## src/bus_pkg.sv

```systemverilog
package bus_pkg;

    typedef logic [1:0]  wb_adr_t;
    typedef logic [31:0] wb_dat_t;

    typedef struct packed {
        logic    cyc;
        logic    stb;
        logic    we;
        wb_adr_t adr;
        wb_dat_t dat;
    } wb_req_t;

    typedef struct packed {
        logic    ack;
        wb_dat_t dat;
    } wb_rsp_t;

    ////////////////////////////////////////
    // Register map
    ////////////////////////////////////////

    localparam wb_adr_t REG_STATUS = 2'd0;
    localparam wb_adr_t REG_DATA   = 2'd1;

    // Fields of the REG_DATA word
    localparam int DATA_VALID_BIT = 9;
    localparam int DATA_LAST_BIT  = 8;

endpackage

```

## src/eth_pkg.sv

```systemverilog
package eth_pkg;

    ////////////////////////////////////////
    // Widths with a meaning
    ////////////////////////////////////////

    typedef logic [1:0]  dibit_t;
    typedef logic [7:0]  byte_t;
    typedef logic [31:0] fcs_t;
    typedef logic [10:0] store_addr_t;
    typedef logic [7:0]  frame_count_t;

    // Packager output
    typedef struct packed {
        logic  valid;
        logic  last;
        logic  error;
        byte_t data;
    } rx_beat_t;

    // Checker output, good only counts on the last beat
    typedef struct packed {
        logic  valid;
        logic  last;
        logic  good;
        byte_t data;
    } chk_beat_t;

    typedef struct packed {
        logic  last;
        byte_t data;
    } store_word_t;

    ////////////////////////////////////////
    // Framing constants
    ////////////////////////////////////////

    localparam dibit_t PREAMBLE_DIBIT     = 2'b01;
    localparam dibit_t SFD_DIBIT          = 2'b11;
    localparam fcs_t   FCS_INIT           = 32'hFFFF_FFFF;
    localparam fcs_t   FCS_POLY_REFLECTED = 32'hEDB8_8320;
    // Register value after a correct frame, no final inversion
    localparam fcs_t   FCS_RESIDUE        = 32'hDEBB_20E3;
    localparam int     FCS_BYTES          = 4;
    localparam int     MIN_FRAME_BYTES    = 64;
    localparam int     STORE_DEPTH        = 2048;
    localparam int     MAX_FRAMES         = 255;

endpackage

```

## src/wb_rx_port.sv

```systemverilog
`timescale 1ns/1ps

module wb_rx_port (
    input  logic                  clock,
    input  logic                  rst_n,
    input  bus_pkg::wb_req_t      wb_req,
    output bus_pkg::wb_rsp_t      wb_rsp,
    input  eth_pkg::store_word_t  head,
    input  logic                  head_valid,
    input  eth_pkg::frame_count_t frame_count,
    output logic                  pop
);

    logic             req;
    logic             req_q;
    logic             start;
    logic             ack;
    bus_pkg::wb_dat_t read_data;
    bus_pkg::wb_dat_t rsp_dat;

    assign req   = wb_req.cyc && wb_req.stb;
    // First cycle of a request only
    assign start = req && !req_q;

    always_comb begin
        read_data = '0;
        case (wb_req.adr)
            bus_pkg::REG_STATUS: read_data[7:0] = frame_count;
            bus_pkg::REG_DATA: begin
                if (head_valid) begin
                    read_data[7:0]                  = head.data;
                    read_data[bus_pkg::DATA_LAST_BIT]  = head.last;
                    read_data[bus_pkg::DATA_VALID_BIT] = 1'b1;
                end
            end
            default: read_data = '0;
        endcase
    end

    always_ff @(posedge clock) begin
        if (!rst_n) begin
            req_q <= 1'b0;
            ack   <= 1'b0;
            pop   <= 1'b0;
        end else begin
            req_q <= req;
            ack   <= start;
            pop   <= start && !wb_req.we && (wb_req.adr == bus_pkg::REG_DATA) && head_valid;
        end
    end

    always_ff @(posedge clock) begin
        if (start) begin
            rsp_dat <= wb_req.we ? '0 : read_data;
        end
    end

    assign wb_rsp = '{ack: ack, dat: rsp_dat};

    a_single_ack: assert property (
        @(posedge clock) disable iff (!rst_n)
        ack |=> !ack
    );

endmodule
```

## config.mk

```make
export PLATFORM = sky130hd
export DESIGN_NAME = wb_rx_port
export DESIGN_NICKNAME = d
export VERILOG_FILES = /design/src/bus_pkg.sv /design/src/eth_pkg.sv /design/src/wb_rx_port.sv
export SDC_FILE = /design/constraint.sdc
export NUM_CORES = 1
export LEC_CHECK = 0
export ABC_AREA = 1
export ABC_CLOCK_PERIOD_IN_PS = 2700
export BUFFER_PORTS_ARGS = -buffer_cell sky130_fd_sc_hd__buf_4
export CAP_MARGIN = 20
export CORE_UTILIZATION = 30
export CTS_BUF_LIST = sky130_fd_sc_hd__clkbuf_16
export DETAILED_ROUTE_END_ITERATION = 10
export PLACE_DENSITY = 0.71
export SYNTH_ARGS = -nofsm -noshare
export SYNTH_HDL_FRONTEND = slang
export SYNTH_SLANG_ARGS = --single-unit
```

## constraint.sdc

```tcl
create_clock -name clock -period 2.7 [get_ports clock]
set_clock_uncertainty 0.05 [all_clocks]
set_input_delay 0 -clock clock [delete_from_list [all_inputs] [get_ports clock]]
set_output_delay 0 -clock clock [all_outputs]
set_load 0.05 [all_outputs]
```

==> run metrics <==
outcome finished, final reports clean; critical path cell sequence dlygate4sd3_1 > buf_4 > nand2_1 > nor2_1; CP max stage delay around 0.65 ns; setup_tns 0 ns; layout net count 190; routed wire length approximately 1500 µm; initial antenna violation count 0; Final WS setup around 1.2 ns; register area share after synthesis 46.4%; CP required ~2.5 ns; CTS tree yes; Worst-path clk slew ~0.05 ns; vias in the first global route around 500; # IOs 91; flops & latches, synth 13; Tmin final about 1.5 ns; post-DP HPWL roughly 1100 µm; Area after DPL 981 µm²; H-Tree Depth 1; Die W 52.9 µm; CTS buffer count 3; Buf/Inv on CP 2; Max-cap violations 0; Yosys top cell area share just under 40%; worst slew pin tran 0.864 ns; largest net degree at the start of global routing 12; CTS root buf clkbuf_16; min-delay src head[8]; Pwr Density 589 nW/µm²; Vias/cell around 4.2; DRT iter0 DRCs 18; area occupied by multi-input gates about 260 µm²; Fmax roughly 0.65 GHz; Worst Hold End rsp_dat[8]; Final setup viols 0; Peak VDD IR 0.000585 V; GR Overflow Total 0; die area 2800 µm²; worst-path fanout max 11; Post-DRT Antenna Nets 0; area leader, netlist edfxtp_1; register area between 300 and 400 µm²; post-layout util 44.4%; netlist area before placement 777 µm²; reg-to-reg startpoint req_q; r2r endpoint rsp_dat[2]; R2R setup slack 1.31 ns; P&R area growth vs syn 40.3%; routability congestion estimate from global placement about 0.72; TritonCTS sink count 13; Final Cycle Share 56.8%; Filler Cell Count ~230; Leak ~0.59 nW; core area 2450 µm²; gate count after technology mapping 93; critical path startpoint category input port; Die Y 52.9 µm; first-pass GRT wire length 2100 µm; max_slew headroom between 40 and 50%; layout cells sized above 1 approximately a third; antenna cells 0; Avg Synthesized Cell Area around 8.4 µm²; Worst Hold Depth 3; Routed wire per std cell 9.12 µm; final number of hold-violating endpoints 0; Fin Hold WS 0.00393 ns; Setup CP Type input port to flop; total number of vias 683; slowest CP cell nor2_1; Port Buffer Count 36; detailed-route DRC error count 0; top cell family by delay on the critical path simple AND/OR/NAND/NOR gates; Yosys warnings 0; clk_lat worst skew 0.24 ns; min-delay worst type input port to flop; Clock Tree Buf Depth 2; worst r2r path cells 1; Crit. End Element flop; Initial Util around a third; CP Data Arrival Time roughly 1.3 ns; crit path launch wb_req[35]; RSZ-0062 raised after global routing false; Synth area leaders edfxtp_1 39%, buf_4 22%, nand2_1 13%; row count 18; Slew Limit Fails 0; design area approximately 1100 µm²; Total GRT Usage roughly a tenth; first-pass detailed-route iteration total 4; post-place setup slack approximately 1.3 ns; post-synthesis cell type count 13
-- final cells by class --
type	count	share of cell area (%)
Clock buffer	3	6.89
Clock inverter	1	0.344
Timing Repair Buffer	39	27.6
Multi-Input combinational cell	63	24.2
Inverter	13	4.48
Sequential cell	13	33.1
Tap cell	30	3.44
-- layout by cell type (no fill, tap or decap), drive strengths merged --
cell and count:
buf 36, clkbuf 3, edfxtp 10, a21oi 8, inv 14, nor2 6
conb 22, dfxtp 3, dlygate4sd3 3, nand3b 1, nand2 26
-- cell usage after synthesis --
cell type and instances:
a21oi_1 8, buf_2 2, buf_4 23, conb_1 1
dfxtp_1 3, edfxtp_1 10, inv_1 12, inv_2 1
nand2_1 26, nand3b_2 1, nor2_1 4, nor2_2 1
nor2_4 1
-- logic make-up after synthesis --
group / Yosys count / share of synthesized area (%)
AO/OA/AOI/OAI: 8 / 5.15
flip-flops: 13 / 46.4
buffers and inverters: 38 / 29.8
other: 1 / 0.483
AND/OR/NAND/NOR: 33 / 18.2
-- power by group --
group	switching, mW	internal (mW)	leakage (nW)
clock	0.0767	0.195	0.0423
sequential	0.00123	0.222	0.129
combinational	0.109	0.0377	0.423
total	0.187	0.455	0.595
-- worst max-delay path by stage --
| stage | endpoint | slack (ns) | cells after the start |
|---|---|---|---|
| after floorplan | rsp_dat[0] | 1.50 | 1 |
| after global placement | rsp_dat[2] | 1.38 | 1 |
| after detailed placement | rsp_dat[2] | 1.35 | 1 |
| after CTS | rsp_dat[2] | 1.19 | 4 |
| after global routing | pop | 1.04 | 6 |
| final | rsp_dat[2] | 1.17 | 4 |
-- sequential cells by signal, indices dropped and copies added, names as in the netlist --
register and flops:
req_q 1, ack 1, pop 1, rsp_dat 10
-- layer usage --
metal | global-route usage, % | share of wire (%)
met1 | 11.4 | 37
met2 | 18.1 | 48
met3 | 3.74 | 13
met4 | 5.26 | 2.4
met5 | 0 | 0
-- what timing repair did --
| action | 4_1_cts | 5_1_grt |
|---|---|---|
| hold endpoints to repair | 3 | 0 |
| gates resized for setup | 0 | 0 |
| setup buffers | 0 | 0 |
| hold buffers | 3 | 0 |
-- through the flow --
step / instances / power, mW
finish: 162 / 0.642
floorplan: 114 / 0.357
detailed placement: 155 / 0.369
global placement: 155 / 0.368
CTS: 162 / 0.641
global route: 162 / 0.664
No activity file was read; power rests on OpenSTA's default activity.
