### src/eth_pkg.sv
package eth_pkg;

    ////////////////////////////////////////
    // Widths with a meaning
    ////////////////////////////////////////

    typedef logic [1:0]  dibit_t;
    typedef logic [7:0]  byte_t;
    typedef logic [31:0] fcs_t;
    typedef logic [10:0] store_addr_t;
    typedef logic [7:0]  frame_count_t;

    // Packager output
    typedef struct packed {
        logic  valid;
        logic  last;
        logic  error;
        byte_t data;
    } rx_beat_t;

    // Checker output, good only counts on the last beat
    typedef struct packed {
        logic  valid;
        logic  last;
        logic  good;
        byte_t data;
    } chk_beat_t;

    typedef struct packed {
        logic  last;
        byte_t data;
    } store_word_t;

    ////////////////////////////////////////
    // Framing constants
    ////////////////////////////////////////

    localparam dibit_t PREAMBLE_DIBIT     = 2'b01;
    localparam dibit_t SFD_DIBIT          = 2'b11;
    localparam fcs_t   FCS_INIT           = 32'hFFFF_FFFF;
    localparam fcs_t   FCS_POLY_REFLECTED = 32'hEDB8_8320;
    // Register value after a correct frame, no final inversion
    localparam fcs_t   FCS_RESIDUE        = 32'hDEBB_20E3;
    localparam int     FCS_BYTES          = 4;
    localparam int     MIN_FRAME_BYTES    = 64;
    localparam int     STORE_DEPTH        = 2048;
    localparam int     MAX_FRAMES         = 255;

endpackage

### src/rmii_byte_packager.sv
`timescale 1ns/1ps

module rmii_byte_packager (
    input  logic              clock,
    input  logic              rst_n,
    input  eth_pkg::dibit_t   rmii_receive_data,
    input  logic              rmii_receive_data_enable,
    input  logic              rmii_receive_data_error,
    output eth_pkg::rx_beat_t beat
);

    typedef enum logic [1:0] {
        IDLE,
        PREAMBLE,
        DATA
    } state_t;

    state_t         state;
    logic [1:0]     dibit_count;
    eth_pkg::byte_t shift_reg;
    eth_pkg::byte_t next_byte;
    eth_pkg::byte_t held_byte;
    logic           held_valid;
    logic           frame_error;
    logic           byte_done;
    logic           frame_end;
    logic           beat_valid;
    logic           beat_last;
    logic           beat_error;
    eth_pkg::byte_t beat_data;

    // Dibits arrive LSB first
    assign next_byte = {rmii_receive_data, shift_reg[7:2]};
    assign byte_done = (state == DATA) && rmii_receive_data_enable && (dibit_count == 2'd3);
    assign frame_end = (state == DATA) && !rmii_receive_data_enable;

    always_ff @(posedge clock) begin
        if (!rst_n) begin
            state       <= IDLE;
            dibit_count <= 2'd0;
            held_valid  <= 1'b0;
            frame_error <= 1'b0;
            beat_valid  <= 1'b0;
            beat_last   <= 1'b0;
            beat_error  <= 1'b0;
        end else begin
            beat_valid <= 1'b0;
            beat_last  <= 1'b0;
            case (state)
                IDLE: begin
                    dibit_count <= 2'd0;
                    held_valid  <= 1'b0;
                    frame_error <= 1'b0;
                    if (rmii_receive_data_enable &&
                        rmii_receive_data == eth_pkg::PREAMBLE_DIBIT) begin
                        state <= PREAMBLE;
                    end
                end
                PREAMBLE: begin
                    if (!rmii_receive_data_enable) begin
                        state <= IDLE;
                    end else if (rmii_receive_data == eth_pkg::SFD_DIBIT) begin
                        state <= DATA;
                    end else if (rmii_receive_data != eth_pkg::PREAMBLE_DIBIT) begin
                        state <= IDLE;
                    end
                end
                DATA: begin
                    if (rmii_receive_data_enable) begin
                        dibit_count <= dibit_count + 2'd1;
                        if (rmii_receive_data_error) begin
                            frame_error <= 1'b1;
                        end
                        // Ship the held byte once the next one is complete
                        if (dibit_count == 2'd3) begin
                            held_valid <= 1'b1;
                            beat_valid <= held_valid;
                            beat_error <= frame_error | rmii_receive_data_error;
                        end
                    end else begin
                        // Partial trailing byte is dropped here
                        beat_valid <= held_valid;
                        beat_last  <= held_valid;
                        beat_error <= frame_error;
                        state      <= IDLE;
                    end
                end
                default: state <= IDLE;
            endcase
        end
    end

    always_ff @(posedge clock) begin
        if (rmii_receive_data_enable) begin
            shift_reg <= next_byte;
        end
        if (byte_done) begin
            held_byte <= next_byte;
        end
        if (byte_done || frame_end) begin
            beat_data <= held_byte;
        end
    end

    assign beat = '{valid: beat_valid, last: beat_last, error: beat_error, data: beat_data};

    a_valid_in_frame: assert property (
        @(posedge clock) disable iff (!rst_n)
        beat_valid |-> $past(state) == DATA
    );

endmodule

### config.mk
export PLATFORM = sky130hd
export DESIGN_NAME = rmii_byte_packager
export DESIGN_NICKNAME = d
export VERILOG_FILES = /design/src/eth_pkg.sv /design/src/rmii_byte_packager.sv
export SDC_FILE = /design/constraint.sdc
export NUM_CORES = 1
export LEC_CHECK = 0
export BUFFER_PORTS_ARGS = -buffer_cell sky130_fd_sc_hd__buf_2
export CAP_MARGIN = 20
export CORE_MARGIN = 2
export CORE_UTILIZATION = 48
export DETAILED_ROUTE_END_ITERATION = 12
export PLACE_DENSITY = 0.72
export SYNTH_ARGS = -nofsm -noshare
export SYNTH_HDL_FRONTEND = slang
export SYNTH_SLANG_ARGS = --single-unit
### constraint.sdc
create_clock -name clock -period 1.29 [get_ports clock]
set_input_delay 0.1935 -clock clock [delete_from_list [all_inputs] [get_ports clock]]
set_output_delay 0.1935 -clock clock [all_outputs]
set_load 0.1 [all_outputs]
==> run_summary.xml <==
<?xml version="1.0" encoding="UTF-8"?>
<metrics>
  <group name="run_status">
    <metric name="status" unit="">completed</metric>
  </group>
  <group name="floorplanning">
    <metric name="top_level_i_o_count" unit="">17</metric>
    <metric name="die_h" unit="um">51.9</metric>
    <metric name="initial_core_util" unit="%">50.2</metric>
    <metric name="die_area" unit="sq um">2690</metric>
    <metric name="placeableCoreArea" unit="sq um">2190</metric>
    <metric name="rows" unit="">17</metric>
    <metric name="dieWidth" unit="um">51.9</metric>
  </group>
  <group name="worst_setup_path">
    <metric name="r2r_end" unit="">beat_error$_SDFFE_PN0P_</metric>
    <metric name="r2r_start" unit="">state[1]$_SDFFE_PN0P_</metric>
    <metric name="timing.critical_path.required" unit="ns">1.10</metric>
    <metric name="cpLargestDelayFamily" unit="">buffers and inverters</metric>
    <metric name="startpoint_of_the_worst_setup_timing_path" unit="">beat_data[3]$_DFFE_PP_</metric>
    <metric name="critical_path.startpoint_type" unit="">flop</metric>
    <metric name="timing.critical_path.arrival" unit="ns">1.07</metric>
    <metric name="critPathMaxStageDelay" unit="ns">0.42</metric>
    <metric name="worstRegToRegCells" unit="">4</metric>
    <metric name="cp_cell_instances" unit="">buf_2</metric>
    <metric name="criticalPathCategory" unit="">reg -&gt; out</metric>
    <metric name="worstSetupEndpointType" unit="">output port</metric>
    <metric name="reg2reg_slack" unit="ns">0.06</metric>
    <metric name="worst-path-buf-inv" unit="">1</metric>
    <metric name="cp_max_fo" unit="">1</metric>
    <metric name="slowest_stage" unit="">buf_2</metric>
  </group>
  <group name="synthesis">
    <metric name="synth-edff-count" unit="">22</metric>
    <metric name="synth_ff_type" unit="">edfxtp_1</metric>
    <metric name="postSynth.asyncResetShare" unit="%">0</metric>
    <metric name="ys_seq_area_share" unit="%">76.5</metric>
    <metric name="yosysWarningCount" unit="">0</metric>
    <metric name="post-synth-top-count-cell" unit="">edfxtp_1</metric>
    <metric name="synthesis.area" unit="sq um">1100</metric>
    <metric name="yosys.area.top_type" unit="">edfxtp_1</metric>
    <metric name="post_synth_inst_count" unit="">67</metric>
    <metric name="mappedNetlistNets" unit="">74</metric>
    <metric name="synth_cell_type_count" unit="">25</metric>
    <metric name="syn_avg_cell_area" unit="sq um">16.4</metric>
    <metric name="ys_top_cells_by_area" unit="">edfxtp_1 (60%), dfxtp_1 (16%), buf_4 (2.7%)</metric>
    <metric name="synthTopCellsByCount" unit="">edfxtp_1 (22), dfxtp_1 (9), buf_4 (4), nor2_1 (4)</metric>
    <metric name="synthDominantCellAreaShare" unit="%">60.1</metric>
    <metric name="synth.ff_latch_count" unit="">31</metric>
  </group>
  <group name="worst_hold_path">
    <metric name="worstHoldStart" unit="">rmii_receive_data[1]</metric>
    <metric name="hold_class" unit="">in -&gt; reg</metric>
    <metric name="hold_end" unit="">state[0]$_SDFFE_PN0P_</metric>
    <metric name="hold-path-cell-count" unit="">2</metric>
  </group>
  <group name="final_layout">
    <metric name="fillCellCount" unit="">187</metric>
    <metric name="insertedDiodeCount" unit="">0</metric>
    <metric name="area_growth" unit="%">18.4</metric>
    <metric name="multiInputGateArea" unit="sq um">225</metric>
    <metric name="post-route-util" unit="%">59.5</metric>
    <metric name="fin_nets" unit="">97</metric>
    <metric name="footprint_of_the_flip_flops_and_latches" unit="sq um">842</metric>
    <metric name="layout-drive-gt1-share" unit="%">38.5</metric>
  </group>
  <group name="clocking">
    <metric name="post-cts-setup-buffer-count" unit="">0</metric>
    <metric name="clk_root_buffer_cell" unit="">clkbuf_4</metric>
    <metric name="clock_sinks" unit="">31</metric>
    <metric name="cts_inserted_buffers" unit="">5</metric>
    <metric name="clock_path_buffers" unit="">2</metric>
    <metric name="clk_latency" unit="ns">0.32</metric>
    <metric name="clk_pin_slew_worst_paths" unit="ns">0.09</metric>
    <metric name="cts_max_level" unit="">2</metric>
    <metric name="tritoncts" unit="">yes</metric>
  </group>
  <group name="sta">
    <metric name="number_of_max_slew_violations_in_the_final_report" unit="">0</metric>
    <metric name="timing.final.crit_share" unit="%">97.6</metric>
    <metric name="setup_violations" unit="">0</metric>
    <metric name="clock-skew-final" unit="ns">0.00564</metric>
    <metric name="timing.final.hold_violations" unit="">0</metric>
    <metric name="timing.slew.headroom" unit="%">67.8</metric>
    <metric name="worst_hold_slack" unit="ns">0.0813</metric>
    <metric name="fmaxAchievable" unit="MHz">794</metric>
    <metric name="final.min_clock_period" unit="ns">1.26</metric>
    <metric name="tightest_slew" unit="ns">0.486</metric>
  </group>
  <group name="route">
    <metric name="viasPerCell" unit="">4.86</metric>
    <metric name="drt-initial-drc-count" unit="">2</metric>
    <metric name="num_vias" unit="">578</metric>
    <metric name="antenna_left" unit="">0</metric>
    <metric name="detail_route.wl_per_cell" unit="um">12.1</metric>
    <metric name="first_pass_iters" unit="">3</metric>
    <metric name="post_route_wl" unit="um">1440</metric>
    <metric name="drc_errors" unit="">0</metric>
  </group>
  <group name="placement">
    <metric name="gp_congestion" unit="">0.741</metric>
    <metric name="hpwlAfterDp" unit="um">1050</metric>
    <metric name="port-buffer-count" unit="">16</metric>
  </group>
  <group name="global_routing">
    <metric name="globalRouteOverflowTotal" unit="">0</metric>
    <metric name="maximum_number_of_pins_on_one_net_before_global_route_repair" unit="">11</metric>
    <metric name="grt_pass1_vias" unit="">556</metric>
    <metric name="grt_pass1_wl" unit="um">2390</metric>
    <metric name="grt_antenna_before_repair" unit="">0</metric>
    <metric name="grt_use_total" unit="%">13.6</metric>
  </group>
  <group name="pwr">
    <metric name="peakVddDrop" unit="mV">0.908</metric>
    <metric name="power-per-cell-area" unit="nW/um^2">1340</metric>
    <metric name="cellLeakagePower" unit="nW">0.469</metric>
  </group>
  <group name="job">
    <metric name="max_cap_viol_count" unit="">0</metric>
  </group>
</metrics>
[cell families (layout without fill, tap and decap cells)]
logic type / Yosys count / after routing / synth area share, %
simple gates: 19 / 19 / 10.6
buf+inv: 6 / 30 / 4.10
mux: 1 / 1 / 0.910
compound gates: 9 / 9 / 6.83
fa+ha+maj: 1 / 1 / 1.14
flops: 31 / 31 / 76.4
[layer usage]
| layer | vias to the layer above | wire length (um) | share of wire, % | global-route usage (%) |
|---|---|---|---|---|
| met4 | 0 | 66 | 4.6 | 13.6 |
| met3 | 6 | 71 | 4.9 | 5.17 |
| met1 | 262 | 660 | 46 | 15.2 |
| li1 | 294 | - | - | - |
| met2 | 16 | 638 | 44 | 19.2 |
| met5 | - | 0 | 0 | 0 |
[through the flow]
stage                     instances  total power, mW  instance area (sq um)  setup slack, ns  setup TNS (ns)
after global placement          111             1.15                   1210           0.0321               0
after CTS                       119             1.76                   1290          0.00255               0
final                           119             1.74                   1300           0.0306               0
after floorplan                  67             1.13                   1100           0.0581               0
after detailed placement        111             1.15                   1210           0.0211               0
after global routing            119             1.81                   1300          -0.0109         -0.0109
[power breakdown]
| group | switching [mW] | internal [mW] | total (mW) |
|---|---|---|---|
| registers | 0.00593 | 1.08 | 1.08 |
| logic | 0.0288 | 0.0184 | 0.0472 |
| clock network | 0.292 | 0.320 | 0.612 |
| total | 0.327 | 1.42 | 1.74 |
[worst max-delay path by stage]
stage | slack, ns | to | depth (start not counted)
2_1_floorplan | 0.06 | held_byte[0]$_DFFE_PP_ | 2
3_3_place_gp | 0.03 | held_byte[1]$_DFFE_PP_ | 2
3_5_place_dp | 0.02 | held_byte[1]$_DFFE_PP_ | 2
4_1_cts | 0.003 | beat[8] | 1
5_1_grt | -0.01 | beat[3] | 1
6_report | 0.03 | beat[3] | 1
[layout by cell type (no fill, tap or decap), drive strengths merged]
cell type	netlist	routed
and3	1	1
mux2i	1	1
inv	1	1
edfxtp	22	22
nand2	3	3
ha	1	1
nor4b	1	1
buf	5	18
a31oi	2	2
nand3	2	2
a21boi	1	1
nor3	1	1
dfxtp	9	9
nand2b	1	1
o21ai	3	3
o21bai	1	1
clkbuf	0	11
a2111oi	1	1
nor3b	1	1
and3b	1	1
nor2	4	4
nor2b	3	3
a21oi	1	1
nand4b	1	1
[area by class of cell]
class | instances | share of cell area, %
Clock buffer | 8 | 5.28
Inverter | 1 | 0.288
Multi-Input combinational cell | 30 | 17.3
Tap cell | 28 | 2.69
Timing Repair Buffer | 21 | 9.80
Sequential cell | 31 | 64.6
[repair_timing]
action,CTS,global route
gates resized for setup,2,6
setup endpoints to repair,9,12
pin swaps,0,0
hold buffers,0,0
Note: power is estimated with default switching activity, not from simulation.
